==> src/hdl/eeprom_config.svh <==
`ifndef EEPROM_CONFIG_SVH
`define EEPROM_CONFIG_SVH

// CLK cycles per SCL half-period, 2 or more
`define EE_SCL_HALF 4

// device type code in the upper nibble of the control byte
`define EE_DEVICE_CODE 4'b1010

`endif

==> src/hdl/i2c_pkg.sv <==
package i2c_pkg;

    // one byte as it travels on the bus
    typedef logic [7:0] byte_t;

    // CMD_START doubles as repeated start
    typedef enum logic [1:0]
    {
        CMD_START,
        CMD_STOP,
        CMD_WRITE,
        CMD_READ
    } i2c_cmd_e;

    typedef struct packed
    {
        i2c_cmd_e cmd;
        byte_t    data;    // byte to send, write only
    } i2c_req_t;

    typedef struct packed
    {
        byte_t data;       // received byte, read only
        logic  ack;        // slave pulled SDA low on the 9th clock
    } i2c_rsp_t;

endpackage

==> src/hdl/eeprom_pkg.sv <==
package eeprom_pkg;

    typedef logic [10:0] ee_addr_t;   // 2048 bytes
    typedef logic [7:0]  ee_data_t;

    // random read goes START CTRL_W ADDR RESTART CTRL_R DATA_R STOP
    typedef enum logic [3:0]
    {
        IDLE,
        START,
        CTRL_W,
        ADDR,
        DATA_W,
        RESTART,
        CTRL_R,
        DATA_R,
        STOP,
        DONE
    } ee_state_e;

endpackage

==> src/hdl/i2c_bit_engine.sv <==
`include "eeprom_config.svh"

module i2c_bit_engine
    import i2c_pkg::*;
(
    input  logic     CLK,
    input  logic     RESET,
    input  i2c_req_t req,
    input  logic     req_valid,
    output i2c_rsp_t rsp,
    output logic     rsp_done,
    output logic     scl,
    output logic     sda_oe,
    input  logic     sda_in
);

    localparam int HW = $clog2(`EE_SCL_HALF);
    localparam logic [HW-1:0] H_LAST = HW'(`EE_SCL_HALF - 1);
    localparam logic [HW-1:0] H_MID = HW'(`EE_SCL_HALF / 2);

    logic          active;
    i2c_cmd_e      cmd;
    logic [4:0]    phase;      // one step per SCL half-period
    logic [HW-1:0] hcnt;
    byte_t         shreg;
    logic          ack;
    logic          half_end;
    logic          last_phase;

    function automatic logic scl_level(i2c_cmd_e c, logic [4:0] p);
        case (c)
            CMD_START: return (p == 5'd1) || (p == 5'd2);
            CMD_STOP:  return p != 5'd0;
            default:   return p[0];    // low on even, high on odd
        endcase
    endfunction

    function automatic logic sda_pull(i2c_cmd_e c, logic [4:0] p, logic bit_out);
        case (c)
            CMD_START: return p >= 5'd2;
            CMD_STOP:  return p <= 5'd1;
            CMD_WRITE: return (p < 5'd16) && !bit_out;
            default:   return 1'b0;    // read leaves SDA released including the NACK
        endcase
    endfunction

    assign half_end = (hcnt == H_LAST);
    assign last_phase = (cmd == CMD_WRITE || cmd == CMD_READ) ? (phase == 5'd17)
                                                              : (phase == 5'd3);
    assign rsp = '{data: shreg, ack: ack};

    always_ff @(posedge CLK)
    begin
        if (RESET)
        begin
            active   <= 1'b0;
            phase    <= '0;
            hcnt     <= '0;
            scl      <= 1'b1;
            sda_oe   <= 1'b0;
            rsp_done <= 1'b0;
        end
        else
        begin
            rsp_done <= 1'b0;
            if (!active)
            begin
                if (req_valid)
                begin
                    active <= 1'b1;
                    phase  <= '0;
                    hcnt   <= '0;
                    scl    <= scl_level(req.cmd, 5'd0);
                end
            end
            else
            begin
                // SDA moves one CLK after the SCL edge that opens the phase
                if (hcnt == '0)
                    sda_oe <= sda_pull(cmd, phase, shreg[7]);
                if (half_end)
                begin
                    hcnt <= '0;
                    if (last_phase)
                    begin
                        active   <= 1'b0;
                        rsp_done <= 1'b1;
                    end
                    else
                    begin
                        phase <= phase + 5'd1;
                        scl   <= scl_level(cmd, phase + 5'd1);
                    end
                end
                else
                    hcnt <= hcnt + HW'(1);
            end
        end
    end

    always_ff @(posedge CLK)
    begin
        if (!active && req_valid)
        begin
            cmd   <= req.cmd;
            shreg <= req.data;
            ack   <= 1'b0;
        end
        else if (active && phase[0] && phase < 5'd16)
        begin
            if (cmd == CMD_READ && hcnt == H_MID)
                shreg <= {shreg[6:0], sda_in};   // sample mid SCL high
            else if (cmd == CMD_WRITE && half_end)
                shreg <= {shreg[6:0], 1'b0};     // next bit to MSB as SCL falls
        end
        else if (active && cmd == CMD_WRITE && phase == 5'd17 && hcnt == H_MID)
            ack <= !sda_in;
    end

endmodule

==> src/hdl/eeprom_sequencer.sv <==
`include "eeprom_config.svh"

module eeprom_sequencer
    import i2c_pkg::*, eeprom_pkg::*;
(
    input  logic     CLK,
    input  logic     RESET,
    input  logic     wr,
    input  logic     rd,
    input  ee_addr_t addr,
    input  ee_data_t wr_data,
    output ee_data_t rd_data,
    output logic     done,
    output logic     nack,
    output logic     busy,
    output i2c_req_t req,
    output logic     req_valid,
    input  i2c_rsp_t rsp,
    input  logic     rsp_done
);

    ee_state_e state;
    ee_state_e next_ok;    // successor when the slave acked
    ee_addr_t  addr_q;
    ee_data_t  data_q;
    logic      is_rd;
    logic      issued;     // command with the engine, waiting for rsp_done
    i2c_req_t  cmd_req;
    logic      accept;
    logic      bus_state;

    assign accept = (state == IDLE) && (wr || rd);
    assign bus_state = (state != IDLE) && (state != DONE);

    always_comb
    begin
        case (state)
            START, RESTART: cmd_req = '{cmd: CMD_START, data: '0};
            CTRL_W: cmd_req = '{cmd: CMD_WRITE, data: {`EE_DEVICE_CODE, addr_q[10:8], 1'b0}};
            ADDR:   cmd_req = '{cmd: CMD_WRITE, data: addr_q[7:0]};
            DATA_W: cmd_req = '{cmd: CMD_WRITE, data: data_q};
            CTRL_R: cmd_req = '{cmd: CMD_WRITE, data: {`EE_DEVICE_CODE, addr_q[10:8], 1'b1}};
            DATA_R: cmd_req = '{cmd: CMD_READ, data: '0};
            default: cmd_req = '{cmd: CMD_STOP, data: '0};
        endcase
    end

    always_comb
    begin
        case (state)
            START:   next_ok = CTRL_W;
            CTRL_W:  next_ok = ADDR;
            ADDR:    next_ok = is_rd ? RESTART : DATA_W;
            RESTART: next_ok = CTRL_R;
            CTRL_R:  next_ok = DATA_R;
            DATA_W,
            DATA_R:  next_ok = STOP;
            STOP:    next_ok = DONE;
            default: next_ok = IDLE;
        endcase
    end

    always_ff @(posedge CLK)
    begin
        if (RESET)
        begin
            state     <= IDLE;
            busy      <= 1'b0;
            done      <= 1'b0;
            nack      <= 1'b0;
            req_valid <= 1'b0;
            issued    <= 1'b0;
        end
        else
        begin
            req_valid <= 1'b0;
            done      <= 1'b0;
            if (accept)
            begin
                nack  <= 1'b0;
                busy  <= 1'b1;
                state <= START;
            end
            else if (state == DONE)
            begin
                done  <= 1'b1;
                busy  <= 1'b0;
                state <= IDLE;
            end
            else if (bus_state && !issued)
            begin
                req_valid <= 1'b1;
                issued    <= 1'b1;
            end
            else if (bus_state && rsp_done)
            begin
                issued <= 1'b0;
                if (req.cmd == CMD_WRITE && !rsp.ack)
                begin
                    nack  <= 1'b1;    // skip the rest, close the bus
                    state <= STOP;
                end
                else
                    state <= next_ok;
            end
        end
    end

    always_ff @(posedge CLK)
    begin
        if (accept)
        begin
            addr_q <= addr;
            data_q <= wr_data;
            is_rd  <= !wr;        // write wins over read
        end
        if (bus_state && !issued)
            req <= cmd_req;
        if (state == DATA_R && issued && rsp_done)
            rd_data <= rsp.data;
    end

endmodule

==> src/hdl/eeprom_ctrl_top.sv <==
module eeprom_ctrl_top
    import i2c_pkg::*, eeprom_pkg::*;
(
    input  logic     CLK,
    input  logic     RESET,
    input  logic     wr,
    input  logic     rd,
    input  ee_addr_t addr,
    input  ee_data_t wr_data,
    output ee_data_t rd_data,
    output logic     done,
    output logic     nack,
    output logic     busy,
    output logic     scl,
    output logic     sda_oe,
    input  logic     sda_in
);

    i2c_req_t req;
    logic     req_valid;
    i2c_rsp_t rsp;
    logic     rsp_done;

    eeprom_sequencer seq0
    (
        .CLK       (CLK),
        .RESET     (RESET),
        .wr        (wr),
        .rd        (rd),
        .addr      (addr),
        .wr_data   (wr_data),
        .rd_data   (rd_data),
        .done      (done),
        .nack      (nack),
        .busy      (busy),
        .req       (req),
        .req_valid (req_valid),
        .rsp       (rsp),
        .rsp_done  (rsp_done)
    );

    i2c_bit_engine eng0
    (
        .CLK       (CLK),
        .RESET     (RESET),
        .req       (req),
        .req_valid (req_valid),
        .rsp       (rsp),
        .rsp_done  (rsp_done),
        .scl       (scl),
        .sda_oe    (sda_oe),
        .sda_in    (sda_in)
    );

endmodule

==> config.mk <==
export PLATFORM = sky130hd
export DESIGN_NAME = eeprom_ctrl_top
export DESIGN_NICKNAME = d
export VERILOG_FILES = /design/src/hdl/i2c_pkg.sv /design/src/hdl/eeprom_pkg.sv /design/src/hdl/i2c_bit_engine.sv /design/src/hdl/eeprom_sequencer.sv /design/src/hdl/eeprom_ctrl_top.sv
export VERILOG_INCLUDE_DIRS = /design/src /design/src/hdl
export SDC_FILE = /design/constraint.sdc
export NUM_CORES = 1
export LEC_CHECK = 0
export BUFFER_PORTS_ARGS = -buffer_cell sky130_fd_sc_hd__buf_2
export CAP_MARGIN = 25
export CORE_MARGIN = 4
export CORE_UTILIZATION = 45
export DETAILED_ROUTE_END_ITERATION = 10
export GPL_ROUTABILITY_DRIVEN = 0
export SKIP_CTS_REPAIR_TIMING = 1
export SYNTH_ARGS = -nofsm -noshare
export SYNTH_HDL_FRONTEND = slang
export SYNTH_SLANG_ARGS = --single-unit
==> constraint.sdc <==
create_clock -name CLK -period 2.2 [get_ports CLK]
set_clock_uncertainty 0.1 [all_clocks]
set_input_delay 0 -clock CLK [delete_from_list [all_inputs] [get_ports CLK]]
set_output_delay 0 -clock CLK [all_outputs]
set_load 0.03 [all_outputs]
After elaboration in Yosys (flattened, before gate mapping)
Index checks and enable logic that the tools add are counted. W data, S select, Z words.

Register bits: 69. Input port bits: 24.

Add/sub/neg operators: 2. Order comparisons: 3. Equality and inequality tests: 23. Muxes and demuxes: 37. Bitwise operators: 6. Reductions and logical operators: 49.

Operator list (number): $pmux W10 S6 (1); $mux W8 (4); $pmux W4 S7 (1); $mux W1 (21); $mux W5 (4); $eq A4 B3 Y1 const B (4); $logic_and A1 B1 Y1 (16); $eq A2 B2 Y1 const B (5); $eq A5 B2 Y1 const B (2); $reduce_and A2 Y1 (5); $eq A4 B2 Y1 const B (2); $eq A4 B4 Y1 const B (2); $reduce_bool A2 Y1 (4); $logic_not A1 Y1 (6); $mux W2 (3); $not A1 Y1 (6); $reduce_and A3 Y1 (2); $reduce_bool A3 Y1 (2); $reduce_or A2 Y1 (3); $reduce_or A3 Y1 (2); $add A5 B1 Y5 const B (1); $eq A5 B1 Y1 const B (1); $eq A5 B5 Y1 const B (1); $ge A5 B2 Y1 const B (1); other kinds (17) (21).

Depth between registers and ports, before layout
Gate-level depths: netlist of the first run.

Word-level depth: 8. Mapped depth: 6. Gate-level depth less buffers: 6.

Modules after synthesis
Synthesis of the first run repeated with hierarchy kept, for this count alone.

Cells, all modules: 268. Area total of the unflattened synthesis: 3116.7 um^2.

By module, submodules not included: eeprom_sequencer (instances 1, cells each 128, area an instance 1855.5 um^2, seq. area each 1321.3 um^2); i2c_bit_engine (instances 1, cells each 140, area an instance 1261.2 um^2, seq. area each 540.5 um^2).

Least setup slack after synthesis of the first run
OpenSTA, ideal clock, no wires.

Path kind: flip-flop to flip-flop. Start: register seq0.state[3]. End: register seq0.addr_q[0] (enable). Setup time: 0.384 ns. Arrival: 1.352 ns. Data required time: 1.716 ns. Path slack: 0.365 ns. Stages on the path, launching flop included: 4. Period minus slack after synthesis: 1.835 ns. Cells stage by stage: dfxtp_1 > buf_2 > or2_4 > nor3_4.

Word-level cells in the longest chain between the ends: 2.

Ends and longest elaborated chain: from (decl) (line eeprom_sequencer.sv:22) `ee_state_e state;`; from (signal assigned) (line eeprom_sequencer.sv:104) `state <= next_ok;`; $logic_not A4 Y1 (line eeprom_sequencer.sv:32) `assign accept = (state == IDLE) && (wr || rd);`; $logic_and A1 B1 Y1 (line eeprom_sequencer.sv:32); net seq0.accept (line eeprom_sequencer.sv:29) `logic accept;`; to (signal assigned) (line eeprom_sequencer.sv:113) `addr_q <= addr;`; to (decl) (line eeprom_sequencer.sv:24) `ee_addr_t addr_q;`.

The timed path passes the listed nets, and every way through them passes these cells. A chain may end at the register's enable or synchronous reset.

Worst setup path in the final report of the first run
Start: register eng0.phase[0]. End: register eng0.scl.

Word-level cells in the longest chain between the ends: 7.

Ends and longest elaborated chain: from (decl) (line i2c_bit_engine.sv:23) `logic [4:0] phase;`; from (signal assigned) (line i2c_bit_engine.sv:91) `phase <= phase + 5'd1;`; $add A5 B1 Y5 (line i2c_bit_engine.sv:92) `scl <= scl_level(cmd, phase + 5'd1);`; $eq A5 B1 Y1 / $eq A5 B2 Y1 (equally long branches) (line i2c_bit_engine.sv:32) `CMD_START: return (p == 5'd1) || (p == 5'd2);`; $logic_or A1 B1 Y1 (line i2c_bit_engine.sv:32); $pmux W1 S2 (line i2c_bit_engine.sv:31) `case (c)`; $mux W1 (line i2c_bit_engine.sv:84) `if (last_phase)`; $mux W1 (line i2c_bit_engine.sv:81) `if (half_end)`; $mux W1 (line i2c_bit_engine.sv:66) `if (!active)`; to (signal assigned) (line i2c_bit_engine.sv:73) `scl <= scl_level(req.cmd, 5'd0);`; to (signal assigned) (line i2c_bit_engine.sv:92); to (decl) (line i2c_bit_engine.sv:12) `output logic scl,`.

Several ways; a longest one is shown, not always the timed one. The select of a mux whose other input is x is not followed.

==> results of run 1 <==
==> synth_stat cells, types with 3 or more instances <==
cell	count
a222oi_1	3
dfxtp_1	21
o211ai_1	4
ha_1	7
nand4b_1	3
nand2b_1	3
a31oi_1	5
clkbuf_1	3
nand2_1	32
edfxtp_1	48
buf_2	9
a21oi_1	15
o21ai_0	6
nor3b_1	3
inv_1	10
nor2_1	19
a211oi_1	3
nor3_1	5
nand3_1	6
==> layout make-up <==
class | count | area (µm²) | area share [%]
Sequential cell | 69 | 1860 | 48.6
Multi-Input combinational cell | 171 | 1140 | 29.7
Inverter | 11 | 41.3 | 1.08
Tap cell | 96 | 120 | 3.13
Timing Repair Buffer | 69 | 483 | 12.6
Clock buffer | 10 | 128 | 3.33
Clock inverter | 6 | 62.6 | 1.63
==> power groups by stage <==
stage / clock network, µW / logic, µW / registers [µW]
2_1_floorplan: 0 / 105 / 1510
5_1_grt: 1080 / 211 / 1490
3_3_place_gp: 0 / 159 / 1510
6_report: 1000 / 190 / 1490
4_1_cts: 1030 / 162 / 1480
3_5_place_dp: 0 / 162 / 1510
==> cell usage in the layout, fill, tap and decap left out, types with 3 or more instances in the layout <==
| cell type | n |
|---|---|
| o211ai_1 | 4 |
| o21ai_0 | 6 |
| clkbuf_8 | 9 |
| nand4b_1 | 3 |
| ha_1 | 7 |
| inv_1 | 10 |
| edfxtp_1 | 48 |
| dlygate4sd3_1 | 22 |
| buf_4 | 11 |
| nor3b_1 | 3 |
| nor2_1 | 19 |
| a222oi_1 | 3 |
| a21oi_1 | 15 |
| nand3_1 | 6 |
| buf_2 | 36 |
| nand2b_1 | 3 |
| a31oi_1 | 5 |
| a211oi_1 | 3 |
| nand2_1 | 32 |
| dfxtp_1 | 21 |
| nor3_1 | 5 |
==> cells by family after synthesis <==
group | Yosys count | share of synthesized area (%)
and+or+nand+nor | 99 | 18.2
DFF | 69 | 59.2
AOI/OAI and AO/OA | 61 | 13.9
buffers and inverters | 29 | 4.62
adders and majority gates | 7 | 2.79
muxes | 3 | 0.995
xor gates and xnor gates | 1 | 0.279
==> flip-flops by register name, summed over array words and instances (netlist names), 2 cells and up <==
register / cells
seq0.rd_data: 8
eng0.cmd: 2
seq0.addr_q: 11
seq0.state: 4
seq0.data_q: 8
eng0.hcnt: 2
eng0.phase: 5
seq0.req: 10
eng0.shreg: 8
==> worst min-delay path, stage by stage <==
cell and delay [ns]:
buf_2 0.07, nor2_1 0.07, o21ai_0 0.16, a21o_1 0.19, a21oi_2 0.04
==> how the worst max path moves through the flow <==
| stage | cells past startpoint | to | slack, ns |
|---|---|---|---|
| 2_1_floorplan | 3 | seq0.addr_q[0]$_DFFE_PP_ | 0.36 |
| 3_3_place_gp | 5 | eng0.scl$_SDFFE_PP1P_ | 0.35 |
| 4_1_cts | 5 | eng0.scl$_SDFFE_PP1P_ | 0.27 |
| 5_1_grt | 5 | eng0.scl$_SDFFE_PP1P_ | 0.15 |
| 6_report | 5 | eng0.scl$_SDFFE_PP1P_ | 0.29 |
| 3_5_place_dp | 5 | eng0.scl$_SDFFE_PP1P_ | 0.29 |
==> through the flow <==
| stage | hold WS, ns | cell area, µm² | power, µW | std cells | utilization, % |
|---|---|---|---|---|---|
| after detailed placement | 0.0781 | 3420 | 1680 | 394 | 50.4 |
| after global routing | 0.150 | 3830 | 2780 | 432 | 56.4 |
| final | 0.143 | 3830 | 2680 | 432 | 56.4 |
| after global placement | 0.0762 | 3420 | 1670 | 394 | 50.4 |
| after floorplan | -0.00113 | 3140 | 1610 | 269 | - |
| after CTS | -0.294 | 3610 | 2680 | 410 | 53.2 |
==> layer usage <==
layer,GRT usage [%],share of wire [%],up-vias
li1,-,-,1130
met2,22.3,48,56
met3,4.23,4.5,11
met1,19.4,46,1016
met5,0,0,-
met4,7.41,1.6,0
==> impl_metrics.py, run 1 <==
metrics = {
    "status": {
        "status": "finished clean",
    },
    "synth": {
        "ys_ff_latch": 69,
        "synthCells": 269,
        "post_synth.cell_area_avg_um2": 11.7,
        "synthArstFlopShare_pct": 0,
        "ys_top_cells_by_area": "edfxtp_1 46%, dfxtp_1 13%, nand2_1 3.8%, ha_1 2.8%, a21oi_1 2.4%",
        "syn_nets": 300,
        "synth_edf_count": 48,
        "syn_area_mm2": 0.00314,
        "netlist.area_leader.share_pct": 45.8,
        "ys_types": 67,
        "yosysSeqAreaShare_pct": 59.2,
        "yosys_warnings": 0,
        "yosysTopAreaCell": "edfxtp_1",
        "ys.flop_type": "edfxtp_1",
    },
    "power": {
        "power_frac_seq_pct": 55.4,
        "p_clk_share_pct": 37.5,
        "power_density_mw_per_mm2": 699,
        "p_switching_uw": 612,
        "p_comb_share_pct": 7.1,
        "p_leak_uw": 0.00146,
        "swShare_pct": 22.8,
        "intPower_uw": 2070,
        "ir_drop_uv": 517,
    },
    "timing": {
        "setup_tns_ns": 0,
        "maxSlewViolCount": 0,
        "worst_slack_ns": 0.285,
        "hold_violations": 0,
        "period_minus_slack_ns": 1.91,
        "tightest_slew_ns": 0.481,
        "fmax_ghz": 0.522,
        "rsz0062_at_grt": "false",
        "slew_headroom_pct": 67.9,
        "min_period_over_period_pct": 87.0,
        "setup_viol": 0,
    },
    "detailed_routing": {
        "final_antenna_net_count": 0,
        "drt-total-wl_mm": 6.03,
        "routed_via_density": 5.12,
        "drt_iter0_drc": 78,
        "first_pass_iters": 4,
        "dr_total_vias": 2213,
        "drc": 0,
        "wl_per_cell_um": 13.9,
    },
    "placed_design": {
        "portBuffers": 36,
        "dpl.hpwl_mm": 4.06,
        "pre_cts_slack_ns": 0.289,
    },
    "global_routing": {
        "grt_pass1_wl_mm": 9.87,
        "grt_usage_pct": 14.8,
        "grt_pass1_vias": 2076,
        "overflow": 0,
        "grt_max_degree": 19,
        "antenna_found_initial": 0,
    },
    "worst_hold_path": {
        "min_to": "seq0.state[2]$_SDFFE_PP0P_",
        "hold_class": "input pin to flip-flop",
        "hp-start": "rd",
        "holdPathStages": 5,
    },
    "setup_path": {
        "reg2reg_depth": 5,
        "crit_path_max_incr_delay_ns": 0.51,
        "criticalPathCategory": "flip-flop to flip-flop",
        "cp.required_ns": 2.34,
        "crit_slowest_cell": "dfxtp_1",
        "cp_max_fo": 9,
        "crit_family": "compound AO/OA/AOI/OAI gates",
        "startpoint": "eng0.phase[0]$_SDFFE_PP0P_",
        "critPathArrivalTime_ns": 2.05,
        "reg2reg_to": "eng0.scl$_SDFFE_PP1P_",
        "start_kind": "flip-flop",
        "crit_chain": "ha_1 -> nor3b_4 -> o21a_2 -> a211oi_2 -> a311o_1",
        "r2r-start": "eng0.phase[0]$_SDFFE_PP0P_",
        "cp-end-kind": "flip-flop",
        "crit_buf_inv": 0,
        "r2r_slack_ns": 0.29,
    },
    "cts": {
        "numCtsBuffers": 9,
        "path_clk_slew_ns": 0.08,
        "clk_latency_ns": 0.34,
        "root_buffer": "clkbuf_8",
        "htreeDepth": 3,
        "clock_path_buffers": 2,
        "cts_sinks": 69,
        "cts_tree": "done",
    },
    "die": {
        "die-area_mm2": 0.00839,
        "io_pins": 37,
        "rows": 30,
        "start_util_pct": 46.3,
        "die_w_um": 91.6,
        "fp.coreArea_mm2": 0.00679,
        "die_y_um": 91.6,
    },
    "cells_and_area": {
        "antenna_cells": 0,
        "fin_nets": 362,
        "fillerInstances": 582,
        "drive_gt1_share_pct": 22.0,
        "area_growth_pct": 21.9,
    },
    "job": {
        "maxCapViolations": 0,
    },
}
Power figures use the tool's default switching activity.
==> inputs of run 2 (changes only) <==
==> constraint.sdc (replaced) <==
create_clock -name CLK -period 2.5 [get_ports CLK]
set_clock_uncertainty 0.1 [all_clocks]
set_input_delay 0 -clock CLK [delete_from_list [all_inputs] [get_ports CLK]]
set_output_delay 0 -clock CLK [all_outputs]
set_load 0.03 [all_outputs]
==> impl_metrics.py, run 2 (same netlist as run 1, synthesis figures left out) <==
metrics = {
    "status": {
        "status": "finished clean",
    },
    "timing": {
        "maxSlewViolCount": 0,
        "setup_viol": 0,
        "setup_tns_ns": 0,
        "slew_headroom_pct": 63.4,
        "period_minus_slack_ns": 1.89,
        "rsz0062_at_grt": "false",
        "tightest_slew_ns": 0.548,
        "fmax_ghz": 0.529,
        "min_period_over_period_pct": 75.7,
        "worst_slack_ns": 0.608,
        "hold_violations": 0,
    },
    "cells_and_area": {
        "reg.largest.list": "seq0.addr_q (11), seq0.req (10)",
        "final_cell_mix": "48 x edfxtp_1, 36 x buf_2, 32 x nand2_1",
        "antenna_cells": 0,
        "stdcell_count": 430,
        "largest_register_ffs": 11,
        "area_growth_pct": 23.5,
        "regMostFlops": "seq0.addr_q",
        "layout_commonest_cell": "edfxtp_1",
        "drive_gt1_share_pct": 22.5,
        "fin_nets": 361,
        "design_area_mm2": 0.00388,
    },
    "die": {
        "start_util_pct": 46.3,
        "die_w_um": 91.6,
        "rows": 30,
        "die_y_um": 91.6,
        "fp.coreArea_mm2": 0.00679,
        "die-area_mm2": 0.00839,
        "io_pins": 37,
    },
    "worst_hold_path": {
        "hold_class": "input pin to flip-flop",
        "holdPathStages": 5,
    },
    "cts": {
        "numCtsBuffers": 9,
        "root_buffer": "clkbuf_8",
        "clk_latency_ns": 0.33,
        "htreeDepth": 3,
        "path_clk_slew_ns": 0.07,
        "cts_tree": "done",
        "cts_sinks": 69,
        "clock_path_buffers": 2,
    },
    "setup_path": {
        "crit_buf_inv": 0,
        "worstSetupPathDepth": 5,
        "criticalPathCategory": "flip-flop to flip-flop",
        "crit_chain": "ha_1 -> nor3b_4 -> o21a_2 -> a211oi_2 -> a311o_1",
        "crit_family": "compound AO/OA/AOI/OAI gates",
        "reg2reg_depth": 5,
        "cp.required_ns": 2.62,
        "cp_max_fo": 9,
        "crit_path_max_incr_delay_ns": 0.50,
        "critPathArrivalTime_ns": 2.01,
        "start_kind": "flip-flop",
        "crit_slowest_cell": "dfxtp_1",
        "cp-end-kind": "flip-flop",
    },
    "detailed_routing": {
        "wl_per_cell_um": 14.0,
        "drt-total-wl_mm": 6.03,
        "final_antenna_net_count": 0,
        "drc": 0,
        "routed_via_density": 5.02,
        "dr_total_vias": 2159,
        "first_pass_iters": 5,
        "drt_iter0_drc": 79,
    },
    "placed_design": {
        "portBuffers": 36,
        "placed_area_mm2": 0.00343,
        "dp_cells": 393,
        "dpl.hpwl_mm": 3.98,
        "pre_cts_slack_ns": 0.592,
    },
    "global_routing": {
        "grt_pass1_wl_mm": 9.73,
        "antenna_found_initial": 0,
        "grt_usage_pct": 14.6,
        "grt_pass1_vias": 2034,
        "grt_max_degree": 20,
        "overflow": 0,
    },
    "power": {
        "power_density_mw_per_mm2": 656,
        "p_leak_uw": 0.00148,
        "ir_drop_uv": 401,
    },
    "job": {
        "maxCapViolations": 0,
    },
}
run 2: worst min-delay path, delay by kind of cell:
family	cells	cell delay, ns
buf+inv	1	0.07
compound gates	3	0.39
simple gates	1	0.07
run 2: cell type report:
cell class / count / area [µm²]
clock buffers: 9 / 124
clock inverters: 6 / 111
fillers: 593 / 2910
inverters: 11 / 41.3
multi-input cells: 171 / 1140
flip-flops and latches: 69 / 1860
well taps: 96 / 120
repair buffers: 68 / 488
run 2: routing by layer:
layer  share of wire (%)  GRT usage, %
met1                  47          19.0
met2                  50          23.1
met3                 2.8          2.98
met4                0.70          7.41
met5                   0             0
run 2: report_power, final:
| part | leakage, µW | total [µW] | switching (µW) | internal (µW) |
|---|---|---|---|---|
| logic | 0.000739 | 171 | 90.7 | 80.1 |
| registers | 0.000626 | 1310 | 24.7 | 1280 |
| clock network | 0.000116 | 1070 | 412 | 659 |
run 2: final timing paths:
check	slack (ns)	endpoint	startpoint
hold reg to reg	0.34	eng0.cmd[1]$_DFFE_PP_	seq0.req[9]$_DFFE_PN_
hold / removal	0.14	seq0.state[2]$_SDFFE_PP0P_	rd
setup / recovery	0.61	eng0.scl$_SDFFE_PP1P_	eng0.phase[0]$_SDFFE_PP0P_
setup reg to reg	0.61	eng0.scl$_SDFFE_PP1P_	eng0.phase[0]$_SDFFE_PP0P_
run 2: per-stage QoR:
| step | utilization (%) | power (µW) | hold slack [ns] |
|---|---|---|---|
| final | 57.2 | 2550 | 0.142 |
| after global routing | 57.2 | 2650 | 0.175 |
| after CTS | 53.9 | 2540 | -0.280 |
| after detailed placement | 50.5 | 1470 | 0.0781 |
| after global placement | 50.5 | 1470 | 0.0763 |
| after floorplan | - | 1420 | -0.00113 |
==> inputs of run 3 (changes only) <==
--- a/config.mk
+++ b/config.mk
@@ -6,12 +6,14 @@
 export SDC_FILE = /design/constraint.sdc
 export NUM_CORES = 1
 export LEC_CHECK = 0
+export ABC_AREA = 1
 export BUFFER_PORTS_ARGS = -buffer_cell sky130_fd_sc_hd__buf_2
 export CAP_MARGIN = 25
 export CORE_MARGIN = 4
 export CORE_UTILIZATION = 45
 export DETAILED_ROUTE_END_ITERATION = 10
 export GPL_ROUTABILITY_DRIVEN = 0
+export PLACE_DENSITY = 0.67
 export SKIP_CTS_REPAIR_TIMING = 1
 export SYNTH_ARGS = -nofsm -noshare
 export SYNTH_HDL_FRONTEND = slang
==> constraint.sdc (replaced) <==
create_clock -name CLK -period 1.66 [get_ports CLK]
set_clock_uncertainty 0.1 [all_clocks]
set_input_delay 0 -clock CLK [delete_from_list [all_inputs] [get_ports CLK]]
set_output_delay 0 -clock CLK [all_outputs]
set_load 0.03 [all_outputs]
==> impl_metrics.py, run 3 <==
metrics = {
    "timing": {
        "setup_tns_ns": 0,
        "tightest_slew_ns": 0.327,
        "worst_slack_ns": 0.135,
        "period_minus_slack_ns": 1.52,
        "hold_violations": 1,
        "slew_headroom_pct": 78.2,
        "setup_viol": 0,
        "min_period_over_period_pct": 91.9,
        "fmax_ghz": 0.656,
        "whs_ns": -0.00480,
        "maxSlewViolCount": 0,
    },
    "synth": {
        "yosys_warnings": 0,
        "synthCells": 316,
        "post_synth.cell_area_avg_um2": 9.59,
        "syn_nets": 347,
        "ys.flop_type": "edfxtp_1",
        "yosysSeqAreaShare_pct": 61.5,
        "synth_most_common_cell": "nand2_1",
        "synth_common_cells": "86 x nand2_1, 48 x edfxtp_1, 34 x inv_1",
        "ys_types": 26,
        "synthArstFlopShare_pct": 0,
        "synth_edf_count": 48,
        "yosysTopAreaCell": "edfxtp_1",
        "syn_area_mm2": 0.00303,
        "netlist.area_leader.share_pct": 47.6,
        "ys_ff_latch": 69,
        "ys_top_cells_by_area": "edfxtp_1 48%, dfxtp_1 14%, nand2_1 11%, nand3_1 5.1%, inv_1 4.2%",
    },
    "detailed_routing": {
        "routed_via_density": 4.84,
        "drt-total-wl_mm": 5.74,
        "wl_per_cell_um": 12.2,
        "dr_total_vias": 2277,
        "first_pass_iters": 4,
        "final_antenna_net_count": 0,
        "drt_iter0_drc": 85,
        "drc": 0,
    },
    "cells_and_area": {
        "layout_commonest_cell": "nand2_1",
        "final_cell_mix": "86 x nand2_1, 48 x edfxtp_1, 36 x buf_2",
        "reg.largest.list": "seq0.addr_q (11), seq0.req (10)",
        "area_growth_pct": 26.9,
        "fillerInstances": 572,
        "largest_register_ffs": 11,
        "regMostFlops": "seq0.addr_q",
        "design_area_mm2": 0.00384,
        "fin_nets": 419,
        "drive_gt1_share_pct": 22.1,
        "antenna_cells": 0,
    },
    "power": {
        "swShare_pct": 22.7,
        "intPower_uw": 3170,
        "power.total_uw": 4100,
        "power_frac_seq_pct": 50.4,
        "power_density_mw_per_mm2": 1070,
        "ir_drop_uv": 713,
        "p_clk_share_pct": 40.0,
        "p_comb_share_pct": 9.7,
        "p_leak_uw": 0.00163,
        "p_switching_uw": 931,
    },
    "global_routing": {
        "grt_pass1_wl_mm": 9.00,
        "grt_max_degree": 22,
        "antenna_found_initial": 0,
        "overflow": 0,
        "grt_usage_pct": 13.7,
        "grt_pass1_vias": 2008,
    },
    "job": {
        "maxCapViolations": 0,
    },
    "setup_path": {
        "criticalPathCategory": "flip-flop to flip-flop",
        "crit_path_max_incr_delay_ns": 0.37,
        "cp.required_ns": 1.77,
        "start_kind": "flip-flop",
        "path_common_cell": "nor2_1",
        "cp_max_fo": 6,
        "crit_family": "simple AND/OR/NAND/NOR gates",
        "crit_chain": "ha_2 -> inv_1 -> nor2_1 -> nand3_2 -> and2_2 -> nor2_1 -> nor3_1",
        "crit_buf_inv": 1,
        "crit_slowest_cell": "dfxtp_1",
        "cp-end-kind": "flip-flop",
        "critPathArrivalTime_ns": 1.64,
    },
    "cts": {
        "path_clk_slew_ns": 0.08,
        "root_buffer": "clkbuf_8",
        "clk_latency_ns": 0.34,
        "clock_path_buffers": 2,
        "cts_sinks": 69,
        "numCtsBuffers": 9,
        "htreeDepth": 3,
        "cts_tree": "done",
    },
    "die": {
        "io_pins": 37,
        "rows": 29,
        "start_util_pct": 46.9,
        "die_y_um": 90.0,
        "fp.coreArea_mm2": 0.00646,
        "die-area_mm2": 0.00811,
        "die_w_um": 90.0,
    },
    "placed_design": {
        "placed_area_mm2": 0.00335,
        "pre_cts_slack_ns": 0.0748,
        "portBuffers": 36,
        "dpl.hpwl_mm": 4.02,
    },
    "status": {
        "status": "finished, violations left",
        "violations": "hold timing",
    },
    "worst_hold_path": {
        "hold_class": "input pin to flip-flop",
    },
}
-- run 3: changes by cell type in the layout (fill, tap and decap cells not counted), moves of 4 or more --
cell	before	now
nand3_1	6	30
inv_1	10	33
nand4_1	2	6
nor2_1	19	31
nor2_2	1	5
a31oi_1	5	1
nand3_2	0	4
nand2_1	32	86
-- run 3: final timing paths --
check | start | end | slack, ns | cells after the start
max | eng0.phase[0]$_SDFFE_PP0P_ | eng0.active$_SDFF_PP0_ | 0.14 | 7
min reg2reg | eng0.shreg[6]$_DFFE_PP_ | seq0.rd_data[6]$_DFFE_PP_ | 0.35 | 0
min | rd | seq0.busy$_SDFFE_PP0N_ | -0.005 | 5
max reg2reg | eng0.phase[0]$_SDFFE_PP0P_ | eng0.active$_SDFF_PP0_ | 0.14 | 7
-- run 3: cell families after synthesis --
logic type,after synthesis,synth area share (%)
and+or+nand+nor,172,25.2
DFF,69,61.5
buffers and inverters,44,5.91
AOI/OAI and AO/OA,24,4.54
adders and majority gates,7,2.89
-- run 3: layer usage --
metal  track usage, %  vias to the layer above  part of all wire, %
li1                 -                     1191                    -
met1             16.6                     1037                   44
met2             22.7                       42                   51
met3             5.01                        7                  4.4
met4             4.59                        0                 0.89
met5                0                        -                    0
-- run 3: metrics by stage --
stage	std cells	hold WS [ns]	util, %
global route	470	0.0252	59.5
floorplan	316	-0.0104	-
global placement	431	0.0763	51.9
finish	470	-0.00480	59.5
detailed placement	431	0.0781	51.9
CTS	447	-0.287	55.7
-- run 3: worst reg2reg max path, stage by stage (launching register included) --
cell and delay, ns:
dfxtp_1 0.37, ha_2 0.22, inv_1 0.04, nor2_1 0.14, nand3_2 0.13, and2_2 0.25
nor2_1 0.10, nor3_1 0.05
-- run 3: power by group through the flow --
stage               registers (µW)  logic [µW]  clock network, µW
global placement              2100         333                  0
global route                  2080         452               1750
detailed placement            2110         340                  0
finish                        2070         396               1640
floorplan                     2100         218                  0
CTS                           2070         341               1680
-- run 3: area by class of cell --
type	instances	area [µm²]	area share (%)
clock inverter	7	123	3.19
multi-input combinational	203	1010	26.2
sequential	69	1870	48.5
timing repair buffer	67	480	12.5
inverter	37	143	3.71
tap	77	96.3	2.51
timing repair inverter	1	7.51	0.195
clock buffer	9	124	3.22
